`config.mk`:
```
export PLATFORM = sky130hd
export DESIGN_NAME = video
export DESIGN_NICKNAME = d
export VERILOG_FILES = /design/src/design/ppu_pkg.sv /design/src/design/pixel_timing.sv /design/src/design/host_regs.sv /design/src/design/palette_ram.sv /design/src/design/color_table.sv /design/src/design/video.sv
export SDC_FILE = /design/constraint.sdc
export NUM_CORES = 1
export LEC_CHECK = 0
export BUFFER_PORTS_ARGS = -buffer_cell sky130_fd_sc_hd__buf_4
export CORE_ASPECT_RATIO = 1.75
export CORE_MARGIN = 2
export CORE_UTILIZATION = 55
export DETAILED_ROUTE_END_ITERATION = 8
export PLACE_DENSITY = 0.8
export SKIP_CTS_REPAIR_TIMING = 1
export SLEW_MARGIN = 15
export SYNTH_ARGS = -nofsm -noshare
export SYNTH_HDL_FRONTEND = slang
export SYNTH_SLANG_ARGS = --single-unit
```
`constraint.sdc`:
```
create_clock -name I_clock -period 3.2 [get_ports I_clock]
set_input_delay 0.32 -clock I_clock [delete_from_list [all_inputs] [get_ports I_clock]]
set_output_delay 0.32 -clock I_clock [all_outputs]
set_load 0.01 [all_outputs]
```
`src/design/ppu_pkg.sv`:
```
`default_nettype none

package ppu_pkg;

  // Raster geometry, counted in pixel strobes
  localparam logic [8:0] dots_per_line   = 9'd341;
  localparam logic [8:0] lines_per_frame = 9'd262;
  localparam logic [8:0] visible_width   = 9'd256;  // x 1 to 256
  localparam logic [8:0] visible_height  = 9'd240;
  localparam logic [8:0] hsync_start     = 9'd275;
  localparam logic [8:0] hsync_end       = 9'd300;
  localparam logic [8:0] vsync_start     = 9'd242;
  localparam logic [8:0] vsync_end       = 9'd244;
  localparam logic [8:0] vblank_line     = 9'd241;
  localparam logic [8:0] prerender_line  = 9'd261;

  // Host register numbers
  localparam logic [2:0] reg_control  = 3'd0;
  localparam logic [2:0] reg_mask     = 3'd1;
  localparam logic [2:0] reg_status   = 3'd2;
  localparam logic [2:0] reg_oam_addr = 3'd3;
  localparam logic [2:0] reg_oam_data = 3'd4;
  localparam logic [2:0] reg_scroll   = 3'd5;
  localparam logic [2:0] reg_addr     = 3'd6;
  localparam logic [2:0] reg_data     = 3'd7;

  localparam int ctrl_nmi_bit  = 7;
  localparam int ctrl_incr_bit = 2;  // 0 steps by 1, 1 steps by 32

  // v[13:8] all ones selects the palette
  localparam logic [5:0] palette_page = 6'h3F;

  localparam int addr_width    = 14;
  localparam int scroll_width  = 15;
  localparam int palette_depth = 32;
  localparam int palette_width = 6;
  localparam int color_count   = 64;

  // Power-up palette, entry 0 is the backdrop
  localparam logic [palette_width-1:0] palette_init [palette_depth] = '{
    6'h0F, 6'h01, 6'h11, 6'h21, 6'h0F, 6'h06, 6'h16, 6'h26,
    6'h0F, 6'h09, 6'h19, 6'h29, 6'h0F, 6'h02, 6'h12, 6'h22,
    6'h0F, 6'h14, 6'h24, 6'h34, 6'h0F, 6'h17, 6'h27, 6'h37,
    6'h0F, 6'h1A, 6'h2A, 6'h3A, 6'h0F, 6'h13, 6'h23, 6'h33
  };

endpackage

`default_nettype wire

```
`src/design/pixel_timing.sv`:
```
`default_nettype none

module pixel_timing (
  input  wire        I_clock,
  input  wire        I_reset,
  output logic       vid_clock,
  output logic       pixel_rise,
  output logic [8:0] pos_x,
  output logic [8:0] pos_y,
  output logic       vid_hsync,
  output logic       vid_vsync,
  output logic       vid_visible,
  output logic       vblank_set,
  output logic       vblank_clear
);

  logic [1:0] div;
  logic       last_x;
  logic       last_y;
  logic       line_start;

  assign vid_clock  = ~div[1];      // High on phases 0 and 1
  assign pixel_rise = div == 2'd0;  // Phase where vid_clock goes high

  always_ff @(posedge I_clock or negedge I_reset)
  begin
    if (!I_reset)
      div <= 2'd0;
    else
      div <= div + 2'd1;
  end

  assign last_x = pos_x == ppu_pkg::dots_per_line - 9'd1;
  assign last_y = pos_y == ppu_pkg::lines_per_frame - 9'd1;

  always_ff @(posedge I_clock or negedge I_reset)
  begin
    if (!I_reset)
    begin
      pos_x <= 9'd0;
      pos_y <= 9'd0;
    end
    else if (pixel_rise)
    begin
      if (last_x)
      begin
        pos_x <= 9'd0;
        pos_y <= last_y ? 9'd0 : pos_y + 9'd1;
      end
      else
        pos_x <= pos_x + 9'd1;
    end
  end

  // Both syncs active low
  assign vid_hsync = !(pos_x >= ppu_pkg::hsync_start && pos_x <= ppu_pkg::hsync_end);
  assign vid_vsync = !(pos_y >= ppu_pkg::vsync_start && pos_y <= ppu_pkg::vsync_end);

  assign vid_visible = pos_x != 9'd0 && pos_x <= ppu_pkg::visible_width
                       && pos_y < ppu_pkg::visible_height;

  // One pulse per line, at the strobe that ends dot 0
  assign line_start   = pixel_rise && pos_x == 9'd0;
  assign vblank_set   = line_start && pos_y == ppu_pkg::vblank_line;
  assign vblank_clear = line_start && pos_y == ppu_pkg::prerender_line;

endmodule

`default_nettype wire

```
`src/design/host_regs.sv`:
```
`default_nettype none

module host_regs (
  input  wire  [2:0]                          host_addr,
  input  wire                                 I_clock,
  input  wire                                 I_reset,
  input  wire                                 host_rden,
  input  wire                                 host_wren,
  input  wire  [7:0]                          host_wdata,
  output logic [7:0]                          host_rdata,
  output logic                                nmi,
  input  wire                                 pixel_rise,
  input  wire                                 vblank_set,
  input  wire                                 vblank_clear,
  input  wire  [7:0]                          vid_rdata,
  output logic                                vid_wren,
  output logic [ppu_pkg::addr_width-1:0]      vram_addr,
  output logic                                palette_wren,
  input  wire  [ppu_pkg::palette_width-1:0]   palette_rdata
);

  logic                            last_wren;
  logic                            last_rden;
  logic                            last_status_rd;  // Status read seen last cycle
  logic                            wr_pulse;
  logic                            rd_pulse;
  logic [7:0]                      control;
  logic [7:0]                      mask;
  logic [7:0]                      open_bus;
  logic [7:0]                      read_buf;
  logic [2:0]                      fine_x;
  logic                            toggle;
  logic                            vblank;
  logic [ppu_pkg::scroll_width-1:0] t_reg;
  logic [ppu_pkg::scroll_width-1:0] v_reg;
  logic [ppu_pkg::scroll_width-1:0] v_step;
  logic                            sel_status;
  logic                            sel_data;
  logic                            pal_access;

  assign sel_status = host_addr == ppu_pkg::reg_status;
  assign sel_data   = host_addr == ppu_pkg::reg_data;
  assign pal_access = v_reg[13:8] == ppu_pkg::palette_page;
  assign v_step     = control[ppu_pkg::ctrl_incr_bit] ? 15'd32 : 15'd1;

  assign vram_addr    = v_reg[ppu_pkg::addr_width-1:0];  // Top bit of v dropped
  assign vid_wren     = host_wren & sel_data & ~pal_access;
  assign palette_wren = wr_pulse & sel_data & pal_access;
  assign nmi          = ~(control[ppu_pkg::ctrl_nmi_bit] & vblank);

  // Strobe edges, delayed one cycle so writes land after first sample
  always_ff @(posedge I_clock or negedge I_reset)
  begin
    if (!I_reset)
    begin
      last_wren      <= 1'b0;
      last_rden      <= 1'b0;
      wr_pulse       <= 1'b0;
      rd_pulse       <= 1'b0;
      last_status_rd <= 1'b0;
    end
    else
    begin
      last_wren      <= host_wren;
      last_rden      <= host_rden;
      wr_pulse       <= host_wren & ~last_wren;
      rd_pulse       <= host_rden & ~last_rden;
      last_status_rd <= host_rden & sel_status;
    end
  end

  always_ff @(posedge I_clock or negedge I_reset)
  begin
    if (!I_reset)
    begin
      control  <= 8'd0;
      mask     <= 8'd0;
      open_bus <= 8'd0;
      read_buf <= 8'd0;
      fine_x   <= 3'd0;
      toggle   <= 1'b0;
      t_reg    <= '0;
      v_reg    <= '0;
    end
    else
    begin
      if (host_rden && sel_data)
        read_buf <= vid_rdata;  // Refilled for the whole strobe
      if (rd_pulse && sel_status)
        toggle <= 1'b0;
      if (rd_pulse && sel_data)
        v_reg <= v_reg + v_step;

      if (wr_pulse)
      begin
        open_bus <= host_wdata;
        case (host_addr)
          ppu_pkg::reg_control:
          begin
            control      <= host_wdata;
            t_reg[11:10] <= host_wdata[1:0];  // Nametable select
          end
          ppu_pkg::reg_mask:
            mask <= host_wdata;
          ppu_pkg::reg_scroll:
          begin
            toggle <= ~toggle;
            if (!toggle)
            begin
              t_reg[4:0] <= host_wdata[7:3];  // Coarse x
              fine_x     <= host_wdata[2:0];
            end
            else
            begin
              t_reg[9:5]   <= host_wdata[7:3];  // Coarse y
              t_reg[14:12] <= host_wdata[2:0];  // Fine y
            end
          end
          ppu_pkg::reg_addr:
          begin
            toggle <= ~toggle;
            if (!toggle)
              t_reg[14:8] <= {1'b0, host_wdata[5:0]};
            else
            begin
              t_reg[7:0] <= host_wdata;
              v_reg      <= {t_reg[14:8], host_wdata};
            end
          end
          ppu_pkg::reg_data:
            v_reg <= v_reg + v_step;
          ppu_pkg::reg_status, ppu_pkg::reg_oam_addr, ppu_pkg::reg_oam_data: ;
        endcase
      end
    end
  end

  // Vblank flag, read clear first so a same-cycle set still wins
  always_ff @(posedge I_clock or negedge I_reset)
  begin
    if (!I_reset)
      vblank <= 1'b0;
    else
    begin
      if (last_status_rd && !host_rden)
        vblank <= 1'b0;
      if (pixel_rise)
      begin
        if (vblank_clear)
          vblank <= 1'b0;
        if (vblank_set)
          vblank <= 1'b1;
      end
    end
  end

  always_comb
  begin
    host_rdata = open_bus;
    case (host_addr)
      ppu_pkg::reg_status:
        host_rdata = {vblank, 2'b00, open_bus[4:0]};  // Sprite flags read as zero
      ppu_pkg::reg_data:
      begin
        if (pal_access)
          host_rdata[5:0] = palette_rdata;
        else
          host_rdata = read_buf;  // Value from before this read
      end
      default: ;
    endcase
  end

endmodule

`default_nettype wire

```
`src/design/palette_ram.sv`:
```
`default_nettype none

module palette_ram (
  input  wire                                I_clock,
  input  wire  [ppu_pkg::addr_width-1:0]     vram_addr,
  input  wire                                palette_wren,
  input  wire  [ppu_pkg::palette_width-1:0]  host_wdata,
  output logic [ppu_pkg::palette_width-1:0]  palette_rdata,
  output logic [ppu_pkg::palette_width-1:0]  backdrop_index
);

  logic [ppu_pkg::palette_width-1:0] entries [ppu_pkg::palette_depth] = ppu_pkg::palette_init;
  logic [4:0]                        index;

  // 0x10, 0x14, 0x18 and 0x1C alias the background entries below them
  always_comb
  begin
    index = vram_addr[4:0];
    if (vram_addr[1:0] == 2'b00)
      index[4] = 1'b0;
  end

  always_ff @(posedge I_clock)
  begin
    if (palette_wren)
      entries[index] <= host_wdata;
    palette_rdata  <= entries[index];
    backdrop_index <= entries[0];  // Every pixel shows the backdrop
  end

endmodule

`default_nettype wire

```
`src/design/color_table.sv`:
```
`default_nettype none

module color_table (
  input  wire  [ppu_pkg::palette_width-1:0] backdrop_index,
  output logic [7:0]                        red,
  output logic [7:0]                        green,
  output logic [7:0]                        blue
);

  // Packed as 8-bit red, green, blue
  localparam logic [23:0] rgb_table [ppu_pkg::color_count] = '{
    24'h545454, 24'h001E74, 24'h081090, 24'h300088,
    24'h440064, 24'h5C0030, 24'h540400, 24'h3C1800,
    24'h202A00, 24'h083A00, 24'h004000, 24'h003C00,
    24'h00323C, 24'h000000, 24'h000000, 24'h000000,
    24'h989698, 24'h084CC4, 24'h3032EC, 24'h5C1EE4,
    24'h8814B0, 24'hA01464, 24'h982220, 24'h783C00,
    24'h545A00, 24'h287200, 24'h087C00, 24'h007628,
    24'h006678, 24'h000000, 24'h000000, 24'h000000,
    24'hECEEEC, 24'h4C9AEC, 24'h787CEC, 24'hB062EC,
    24'hE454EC, 24'hEC58B4, 24'hEC6A64, 24'hD48820,
    24'hA0AA00, 24'h74C400, 24'h4CD020, 24'h38CC6C,
    24'h38B4CC, 24'h3C3C3C, 24'h000000, 24'h000000,
    24'hECEEEC, 24'hA8CCEC, 24'hBCBCEC, 24'hD4B2EC,
    24'hECAEEC, 24'hECAED4, 24'hECB4B0, 24'hE4C490,
    24'hCCD278, 24'hB4DE78, 24'hA8E290, 24'h98E2B4,
    24'hA0D6E4, 24'hA0A2A0, 24'h000000, 24'h000000
  };

  logic [23:0] rgb;

  assign rgb   = rgb_table[backdrop_index];
  assign red   = rgb[23:16];
  assign green = rgb[15:8];
  assign blue  = rgb[7:0];

endmodule

`default_nettype wire

```
`src/design/video.sv`:
```
`default_nettype none

module video (
  input  wire                            I_clock,
  input  wire                            I_reset,
  input  wire  [2:0]                     host_addr,
  input  wire                            host_rden,
  input  wire                            host_wren,
  input  wire  [7:0]                     host_wdata,
  output logic [7:0]                     host_rdata,
  output logic                           nmi,          // Active low
  output logic [ppu_pkg::addr_width-1:0] vid_addr,
  output logic                           vid_wren,
  output logic [7:0]                     vid_wdata,
  input  wire  [7:0]                     vid_rdata,
  output logic                           vid_clock,
  output logic                           vid_rise,
  output logic                           vid_hsync,
  output logic                           vid_vsync,
  output logic                           vid_visible,
  output logic [7:0]                     red,
  output logic [7:0]                     green,
  output logic [7:0]                     blue
);

  logic [8:0]                        pos_x;
  logic [8:0]                        pos_y;
  logic                              vblank_set;
  logic                              vblank_clear;
  logic                              palette_wren;
  logic [ppu_pkg::palette_width-1:0] palette_rdata;
  logic [ppu_pkg::palette_width-1:0] backdrop_index;

  assign vid_wdata = host_wdata;  // Host byte goes straight to video memory

  pixel_timing timing (
    .I_clock      (I_clock),
    .I_reset      (I_reset),
    .vid_clock    (vid_clock),
    .pixel_rise   (vid_rise),
    .pos_x        (pos_x),
    .pos_y        (pos_y),
    .vid_hsync    (vid_hsync),
    .vid_vsync    (vid_vsync),
    .vid_visible  (vid_visible),
    .vblank_set   (vblank_set),
    .vblank_clear (vblank_clear)
  );

  host_regs regs (
    .I_clock       (I_clock),
    .I_reset       (I_reset),
    .host_addr     (host_addr),
    .host_rden     (host_rden),
    .host_wren     (host_wren),
    .host_wdata    (host_wdata),
    .host_rdata    (host_rdata),
    .nmi           (nmi),
    .pixel_rise    (vid_rise),
    .vblank_set    (vblank_set),
    .vblank_clear  (vblank_clear),
    .vid_rdata     (vid_rdata),
    .vid_wren      (vid_wren),
    .vram_addr     (vid_addr),
    .palette_wren  (palette_wren),
    .palette_rdata (palette_rdata)
  );

  palette_ram palette (
    .I_clock        (I_clock),
    .vram_addr      (vid_addr),
    .palette_wren   (palette_wren),
    .host_wdata     (host_wdata[ppu_pkg::palette_width-1:0]),
    .palette_rdata  (palette_rdata),
    .backdrop_index (backdrop_index)
  );

  color_table colors (
    .backdrop_index (backdrop_index),
    .red            (red),
    .green          (green),
    .blue           (blue)
  );

endmodule

`default_nettype wire

```
; Word level (Yosys, flattened, before mapping)
; Memories as Yosys holds them, arrays and structs flattened. A register that Yosys moved wholly into a read port is not among the register bits.
; Index checks and enable logic that the tools add are counted.
; Widths: inputs -> output; s select.
[word_totals]
regBits = 73
mem_bits_rw = 192
romBits = 1536
in_bits = 23
output_inout_bits = 61
wordCells = 110
memories = 2
[mem_list]
columns = memory, depth, word_bits, rd, rd_clocked_by_memory_dff, wr, line
row1 = (name not given), 64, 24, 1, 0, 0, color_table.sv:32  ; assign rgb = rgb_table[backdrop_index];
row2 = palette.entries, 32, 6, 2, 2, 1, palette_ram.sv:12  ; logic [ppu_pkg::palette_width-1:0] entries [ppu_pkg::palette_depth] = ppu_pkg::palette_init;
[op_classes]
n_addsub = 4
order_cmp = 7
eq_ne = 10
mux = 30
bitwise_logic = 15
reduce_logical = 26
[op_table]
columns = cell, count
row1 = $mux 24, 2
row2 = $mux 15, 3
row3 = $pmux 15 s2, 1
row4 = $pmux 10 s2, 1
row5 = $add 9x1->9 const B, 2
row6 = $eq 9x9->1 const B, 2
row7 = $le 9x9->1 const B, 2
row8 = $mux 9, 2
row9 = $pmux 8 s2, 1
row10 = $add 15x15->15, 1
row11 = $mux 6, 2
row12 = $logic_and 1x1->1, 11
row13 = $mux 1, 10
row14 = $mux 5, 2
row15 = $eq 3x3->1 const B, 3
row16 = $eq 9x8->1 const B, 1
row17 = $ge 9x8->1 const B, 1
row18 = $ge 9x9->1 const B, 1
row19 = $le 9x8->1 const B, 1
row20 = $logic_not 9->1, 1
row21 = $lt 9x8->1 const B, 1
row22 = $reduce_bool 9->1, 1
row23 = $and 1x1->1, 8
row24 = $mux 8, 1
row25 = 21 further kinds, 31

; Depth between registers and ports, before layout
[depth]
ltp_word = 6
depth_mapped = 10
ltp_nobuf = 8

; By module
; From an unflattened synthesis, not the netlist that was laid out.
[hier_totals]
cells_unflattened = 1036
hier_area_um2 = 12644.6
[by_module_without_submodules]
columns = module, instances, cells_each, area_per_inst_um2, seq_area_each_um2
row1 = palette_ram, 1, 355, 6967.9, 5285.1
row2 = host_regs, 1, 257, 2592.5, 1126.1
row3 = color_table, 1, 279, 1814.2, 0.0
row4 = pixel_timing, 1, 137, 1209.9, 500.5
row5 = video, 1, 8, 60.1, 0.0

; Worst setup path before layout
; No wires, ideal clock.
[synth_timing]
path_kind = flip-flop to output port
from = register palette.backdrop_index[1] in the netlist's numbering (read register of palette.entries)
to = output port blue[6]
arrival_time_ns = 2.401
required_time_ns = 2.880
setup_slack_ns = 0.479
path_stages_with_launch = 10
n_path_buf = 2
cell_sequence = dfxtp_1 -> clkbuf_1 -> inv_1 -> ha_1 -> clkbuf_1 -> inv_1 -> ha_1 -> a21oi_1 -> a2111oi_0 -> or3_1
[synth_via]
elab_chain_cells = 4
[synth_rtl]
columns = element, line
row1 = from (decl), palette_ram.sv:9  ; output logic [ppu_pkg::palette_width-1:0] backdrop_index
row2 = $not 6->7 (implied by the code), color_table.sv:32
row3 = $mem_v2 64x24, --
row4 = $mux 24 (implied by the code) (2 in series), color_table.sv:32
row5 = to (decl), video.sv:23  ; output logic [7:0] blue
; No other way between the ends. The select of a mux whose other input is x is not followed.

; Worst setup path in the final report
[layout_timing]
from = register palette.backdrop_index[0] in the netlist's numbering (read register of palette.entries)
to = output port green[6]
[layout_via]
elab_chain_cells = 4
[layout_rtl]
columns = element, line
row1 = $not 6->7 (implied by the code), color_table.sv:32
row2 = $mem_v2 64x24, --
row3 = $mux 24 (implied by the code) (2 in series), color_table.sv:32
row4 = to (decl), video.sv:22  ; output logic [7:0] green,
; No other way between the ends. The select of a mux whose other input is x is not followed.

==> metrics.txt <==
# TYPE chip_impl_metric gauge
chip_impl_metric{name="grtUsageTotal",unit="%"} 24.9
chip_impl_metric{name="placeableCoreArea",unit="sq um"} 22200
chip_impl_metric{name="yosys.area.top_type_share",unit="%"} 40.4
chip_impl_info{name="critical-path-slowest-cell",value="mux4_2"} 1
chip_impl_info{name="start_kind",value="register"} 1
chip_impl_metric{name="area_growth",unit="%"} 12.6
chip_impl_metric{name="wl_met2",unit="microns"} 16300
chip_impl_info{name="min-delay-path-class",value="input port to register"} 1
chip_impl_metric{name="max_freq",unit="GHz"} 0.329
chip_impl_metric{name="cts_inserted_buffers",unit=""} 20
chip_impl_info{name="critical_path.most_common_cell",value="buf_4"} 1
chip_impl_info{name="grt_setup_unrepaired",value="no"} 1
chip_impl_metric{name="avgViaCountPerCell",unit=""} 6.28
chip_impl_metric{name="hold_viol",unit=""} 0
chip_impl_metric{name="remaining_drc_errors",unit=""} 0
chip_impl_metric{name="ys_async_sr_fraction",unit="%"} 26.5
chip_impl_metric{name="routed_wl",unit="microns"} 29800
chip_impl_metric{name="antenna_found_initial",unit=""} 0
chip_impl_metric{name="grt-ovfl-total",unit=""} 0
chip_impl_metric{name="die_outline_area",unit="sq um"} 23900
chip_impl_info{name="outcome",value="completed"} 1
chip_impl_metric{name="tns",unit="ps"} 0
chip_impl_metric{name="num_rows",unit=""} 72
chip_impl_metric{name="nets",unit=""} 1124
chip_impl_metric{name="p_int",unit="mW"} 5.91
chip_impl_metric{name="drtPass1Iterations",unit=""} 4
chip_impl_metric{name="placement.setup.worst_slack",unit="ps"} 456
chip_impl_metric{name="period_share",unit="%"} 95.0
chip_impl_info{name="most_used_dff_post_synth",value="edfxtp_1"} 1
chip_impl_metric{name="skew",unit="ps"} 18.2
chip_impl_metric{name="cellLeakagePower",unit="nW"} 5.10
chip_impl_metric{name="slew_headroom",unit="%"} 45.0
chip_impl_metric{name="critical_path.max_stage_delay",unit="ps"} 480
chip_impl_metric{name="setup_violations",unit=""} 0
chip_impl_metric{name="n_fill_cell",unit=""} 1716
chip_impl_metric{name="share_comb_of_total_power",unit="%"} 20.1
chip_impl_metric{name="met3WireLength",unit="microns"} 1150
chip_impl_metric{name="worst_slack",unit="ps"} 161
chip_impl_metric{name="final-instance-count-excl-fill",unit=""} 1385
chip_impl_metric{name="period_minus_slack",unit="ps"} 3040
chip_impl_metric{name="fraction_of_layout_cells_with_a_size_suffix_above_1",unit="%"} 20.6
chip_impl_metric{name="share_seq_of_total_power",unit="%"} 47.2
chip_impl_metric{name="initial_utilization",unit="%"} 56.3
chip_impl_metric{name="worst-endpoint-required",unit="ps"} 2880
chip_impl_metric{name="wl_met1",unit="microns"} 10700
chip_impl_metric{name="switching_share",unit="%"} 26.8
chip_impl_metric{name="tightest_slew",unit="ps"} 825
chip_impl_metric{name="seq_area_frac_synth",unit="%"} 55.4
chip_impl_metric{name="power.clock.fraction",unit="%"} 32.7
chip_impl_info{name="critical_path_class",value="register to output port"} 1
chip_impl_metric{name="drv_cap",unit=""} 0
chip_impl_metric{name="crit_path_max_fanout",unit=""} 13
chip_impl_metric{name="chipWidth",unit="microns"} 118
chip_impl_metric{name="net-switching-power",unit="mW"} 2.16
chip_impl_info{name="yosysTopAreaCell",value="edfxtp_1"} 1
chip_impl_info{name="route.top_layer_used",value="met4"} 1
chip_impl_metric{name="post_synth_edffs",unit=""} 168
chip_impl_metric{name="regToRegSetupSlack",unit="ps"} 630
chip_impl_metric{name="n_antenna_cell",unit=""} 0
chip_impl_metric{name="worstPathArrival",unit="ps"} 2720
chip_impl_metric{name="grt_first_pass_wirelength",unit="microns"} 47100
chip_impl_metric{name="ioPinCount",unit=""} 84
chip_impl_metric{name="post-place-cells",unit=""} 1346
chip_impl_metric{name="path_clk_slew",unit="ps"} 80
chip_impl_metric{name="tritoncts_num_sinks",unit=""} 245
chip_impl_metric{name="peakVddDrop",unit="mV"} 0.519
chip_impl_info{name="cts_tree",value="yes"} 1
chip_impl_metric{name="grt_pass1_vias",unit=""} 8781
chip_impl_info{name="end_kind",value="output port"} 1
chip_impl_metric{name="place_congestion",unit=""} 0.914
chip_impl_metric{name="netlist-cell-type-count",unit=""} 81
chip_impl_metric{name="maximum_number_of_pins_on_one_net_before_global_route_repair",unit=""} 66
chip_impl_metric{name="placement.io_buffers",unit=""} 78
chip_impl_info{name="synth_top_cells_by_area",value="edfxtp_1 (40%), dfrtp_1 (13%), mux4_2 (7.6%)"} 1
chip_impl_metric{name="wl_per_cell",unit="microns"} 21.5
chip_impl_metric{name="dr.first_iter.drc_count",unit=""} 858
chip_impl_info{name="critical-path-top-delay-family",value="multiplexers"} 1
chip_impl_info{name="path_cells",value="inv_1, ha_2, buf_4, ha_1, mux4_2, mux2_2, buf_4"} 1
chip_impl_metric{name="avgSynthCellArea",unit="sq um"} 12.2
chip_impl_info{name="cts.root.buffer_cell",value="clkbuf_16"} 1
chip_impl_metric{name="yosysWarningCount",unit=""} 0
chip_impl_metric{name="synthesis.area",unit="sq um"} 12500
chip_impl_metric{name="number_of_nets_with_antenna_violations_after_detailed_routing",unit=""} 0
chip_impl_metric{name="worst-path-buf-inv",unit=""} 3
chip_impl_metric{name="dp.final_hpwl",unit="microns"} 20400
chip_impl_metric{name="postSynthCellCount",unit=""} 1021
chip_impl_metric{name="cts-htree-levels",unit=""} 1
chip_impl_metric{name="finalMaxSlewViolations",unit=""} 0
chip_impl_metric{name="clock_latency",unit="ps"} 500
chip_impl_metric{name="largest_register_ff_count",unit=""} 168
chip_impl_metric{name="vias_after_detailed_routing",unit=""} 8699
chip_impl_metric{name="synth_seq_cells",unit=""} 245
chip_impl_metric{name="chipHeight",unit="microns"} 203
chip_impl_metric{name="max-clock-path-buffers",unit=""} 3
chip_impl_metric{name="hold_slack",unit="ps"} 50.9
chip_impl_metric{name="total_power_per_unit_cell_area",unit="nW/um^2"} 574
## worst paths after layout
| check | start | endpoint | depth (start not counted) |
|---|---|---|---|
| worst min-delay path | vid_rdata[5] | regs.read_buf[5]$_DFFE_PN0P_ | 2 |
| worst min register to register | palette.entries[0][1]$_DFFE_PP_ | palette.backdrop_index[1]$_DFF_P_ | 0 |
| max in group asynchronous | I_reset | regs.v_reg[0]$_DFF_PN0_ | 2 |
| min in group asynchronous | I_reset | timing.pos_y[6]$_DFFE_PN0P_ | 2 |
| worst max register to register | regs.v_reg[13]$_DFF_PN0_ | palette.entries[17][3]$_DFFE_PP_ | 5 |
| worst max-delay path | palette.backdrop_index[0]$_DFF_P_ | green[6] | 7 |
## layout by cell type, fill, tap and decap left out, drive strengths merged, types with 12 or more instances in the layout
| master | synthesis | routed |
|---|---|---|
| edfxtp | 168 | 168 |
| buf | 50 | 108 |
| nand2 | 83 | 83 |
| nor2 | 73 | 73 |
| dfrtp | 65 | 65 |
| o21ai | 45 | 45 |
| mux4 | 42 | 42 |
| mux2i | 41 | 41 |
| a21oi | 38 | 38 |
| inv | 29 | 30 |
| nand3 | 26 | 26 |
| ha | 26 | 26 |
| mux2 | 25 | 25 |
| clkbuf | 33 | 25 |
| nor2b | 24 | 24 |
| nor3 | 18 | 18 |
| a22oi | 17 | 17 |
| nand2b | 13 | 13 |
| and3 | 12 | 12 |
| dfxtp | 12 | 12 |
## power groups by stage
stage	clock network, mW	registers, mW	logic, mW
CTS	2.69	3.80	1.63
global placement	0	3.86	1.59
floorplan	0	3.70	1.30
finish	2.64	3.81	1.62
detailed placement	0	3.86	1.62
global route	2.79	3.83	1.75
## Yosys cell counts (all sizes together) (6+ instances only)
master / n
and3: 12
o311ai: 10
nor2b: 24
a31oi: 10
o21ai: 45
mux2: 25
nand3b: 6
edfxtp: 168
a22oi: 17
nand2b: 13
nor2: 73
and2: 9
nand4: 10
nor3: 18
buf: 50
mux2i: 41
nand2: 83
mux4: 42
or3: 8
o22a: 9
nor4: 8
a211oi: 8
clkbuf: 33
inv: 29
nand3: 26
nor3b: 8
o21a: 6
o22ai: 6
ha: 26
a21oi: 38
dfxtp: 12
dfrtp: 65
o31ai: 6
## routing by layer
metal  GRT usage [%]  vias to the layer above
li1                -                     3976
met1            27.4                     4289
met2            46.7                      332
met3            2.07                      102
met4            14.4                        0
met5               0                        -
## final cells by class
class	instances	area [sq um]	area share [%]
Tap cell	296	370	2.64
Sequential cell	245	6920	49.3
Clock buffer	25	541	3.85
Timing Repair Buffer	111	866	6.16
Multi-Input combinational cell	668	5070	36.1
Inverter	29	109	0.775
Clock inverter	11	170	1.21
## cell families (layout without fill, tap and decap cells)
group,Yosys count,in the layout,share of synthesized area (%)
AOI/OAI and AO/OA,209,209,11.5
xor gates and xnor gates,10,10,0.702
adders and majority gates,26,26,2.61
buffers and inverters,112,176,4.12
DFF,245,245,55.4
muxes,108,108,13.1
other,1,5,0.0301
and+or+nand+nor,310,310,12.4
## stage by stage
stage | area (sq um) | util, % | total power [mW]
2_1_floorplan | 12500 | - | 4.99
3_3_place_gp | 13300 | 60.0 | 5.45
3_5_place_dp | 13300 | 60.0 | 5.48
4_1_cts | 14000 | 63.2 | 8.12
5_1_grt | 14000 | 63.4 | 8.36
6_report | 14000 | 63.4 | 8.07
Note: power is estimated with default switching activity, not from simulation.
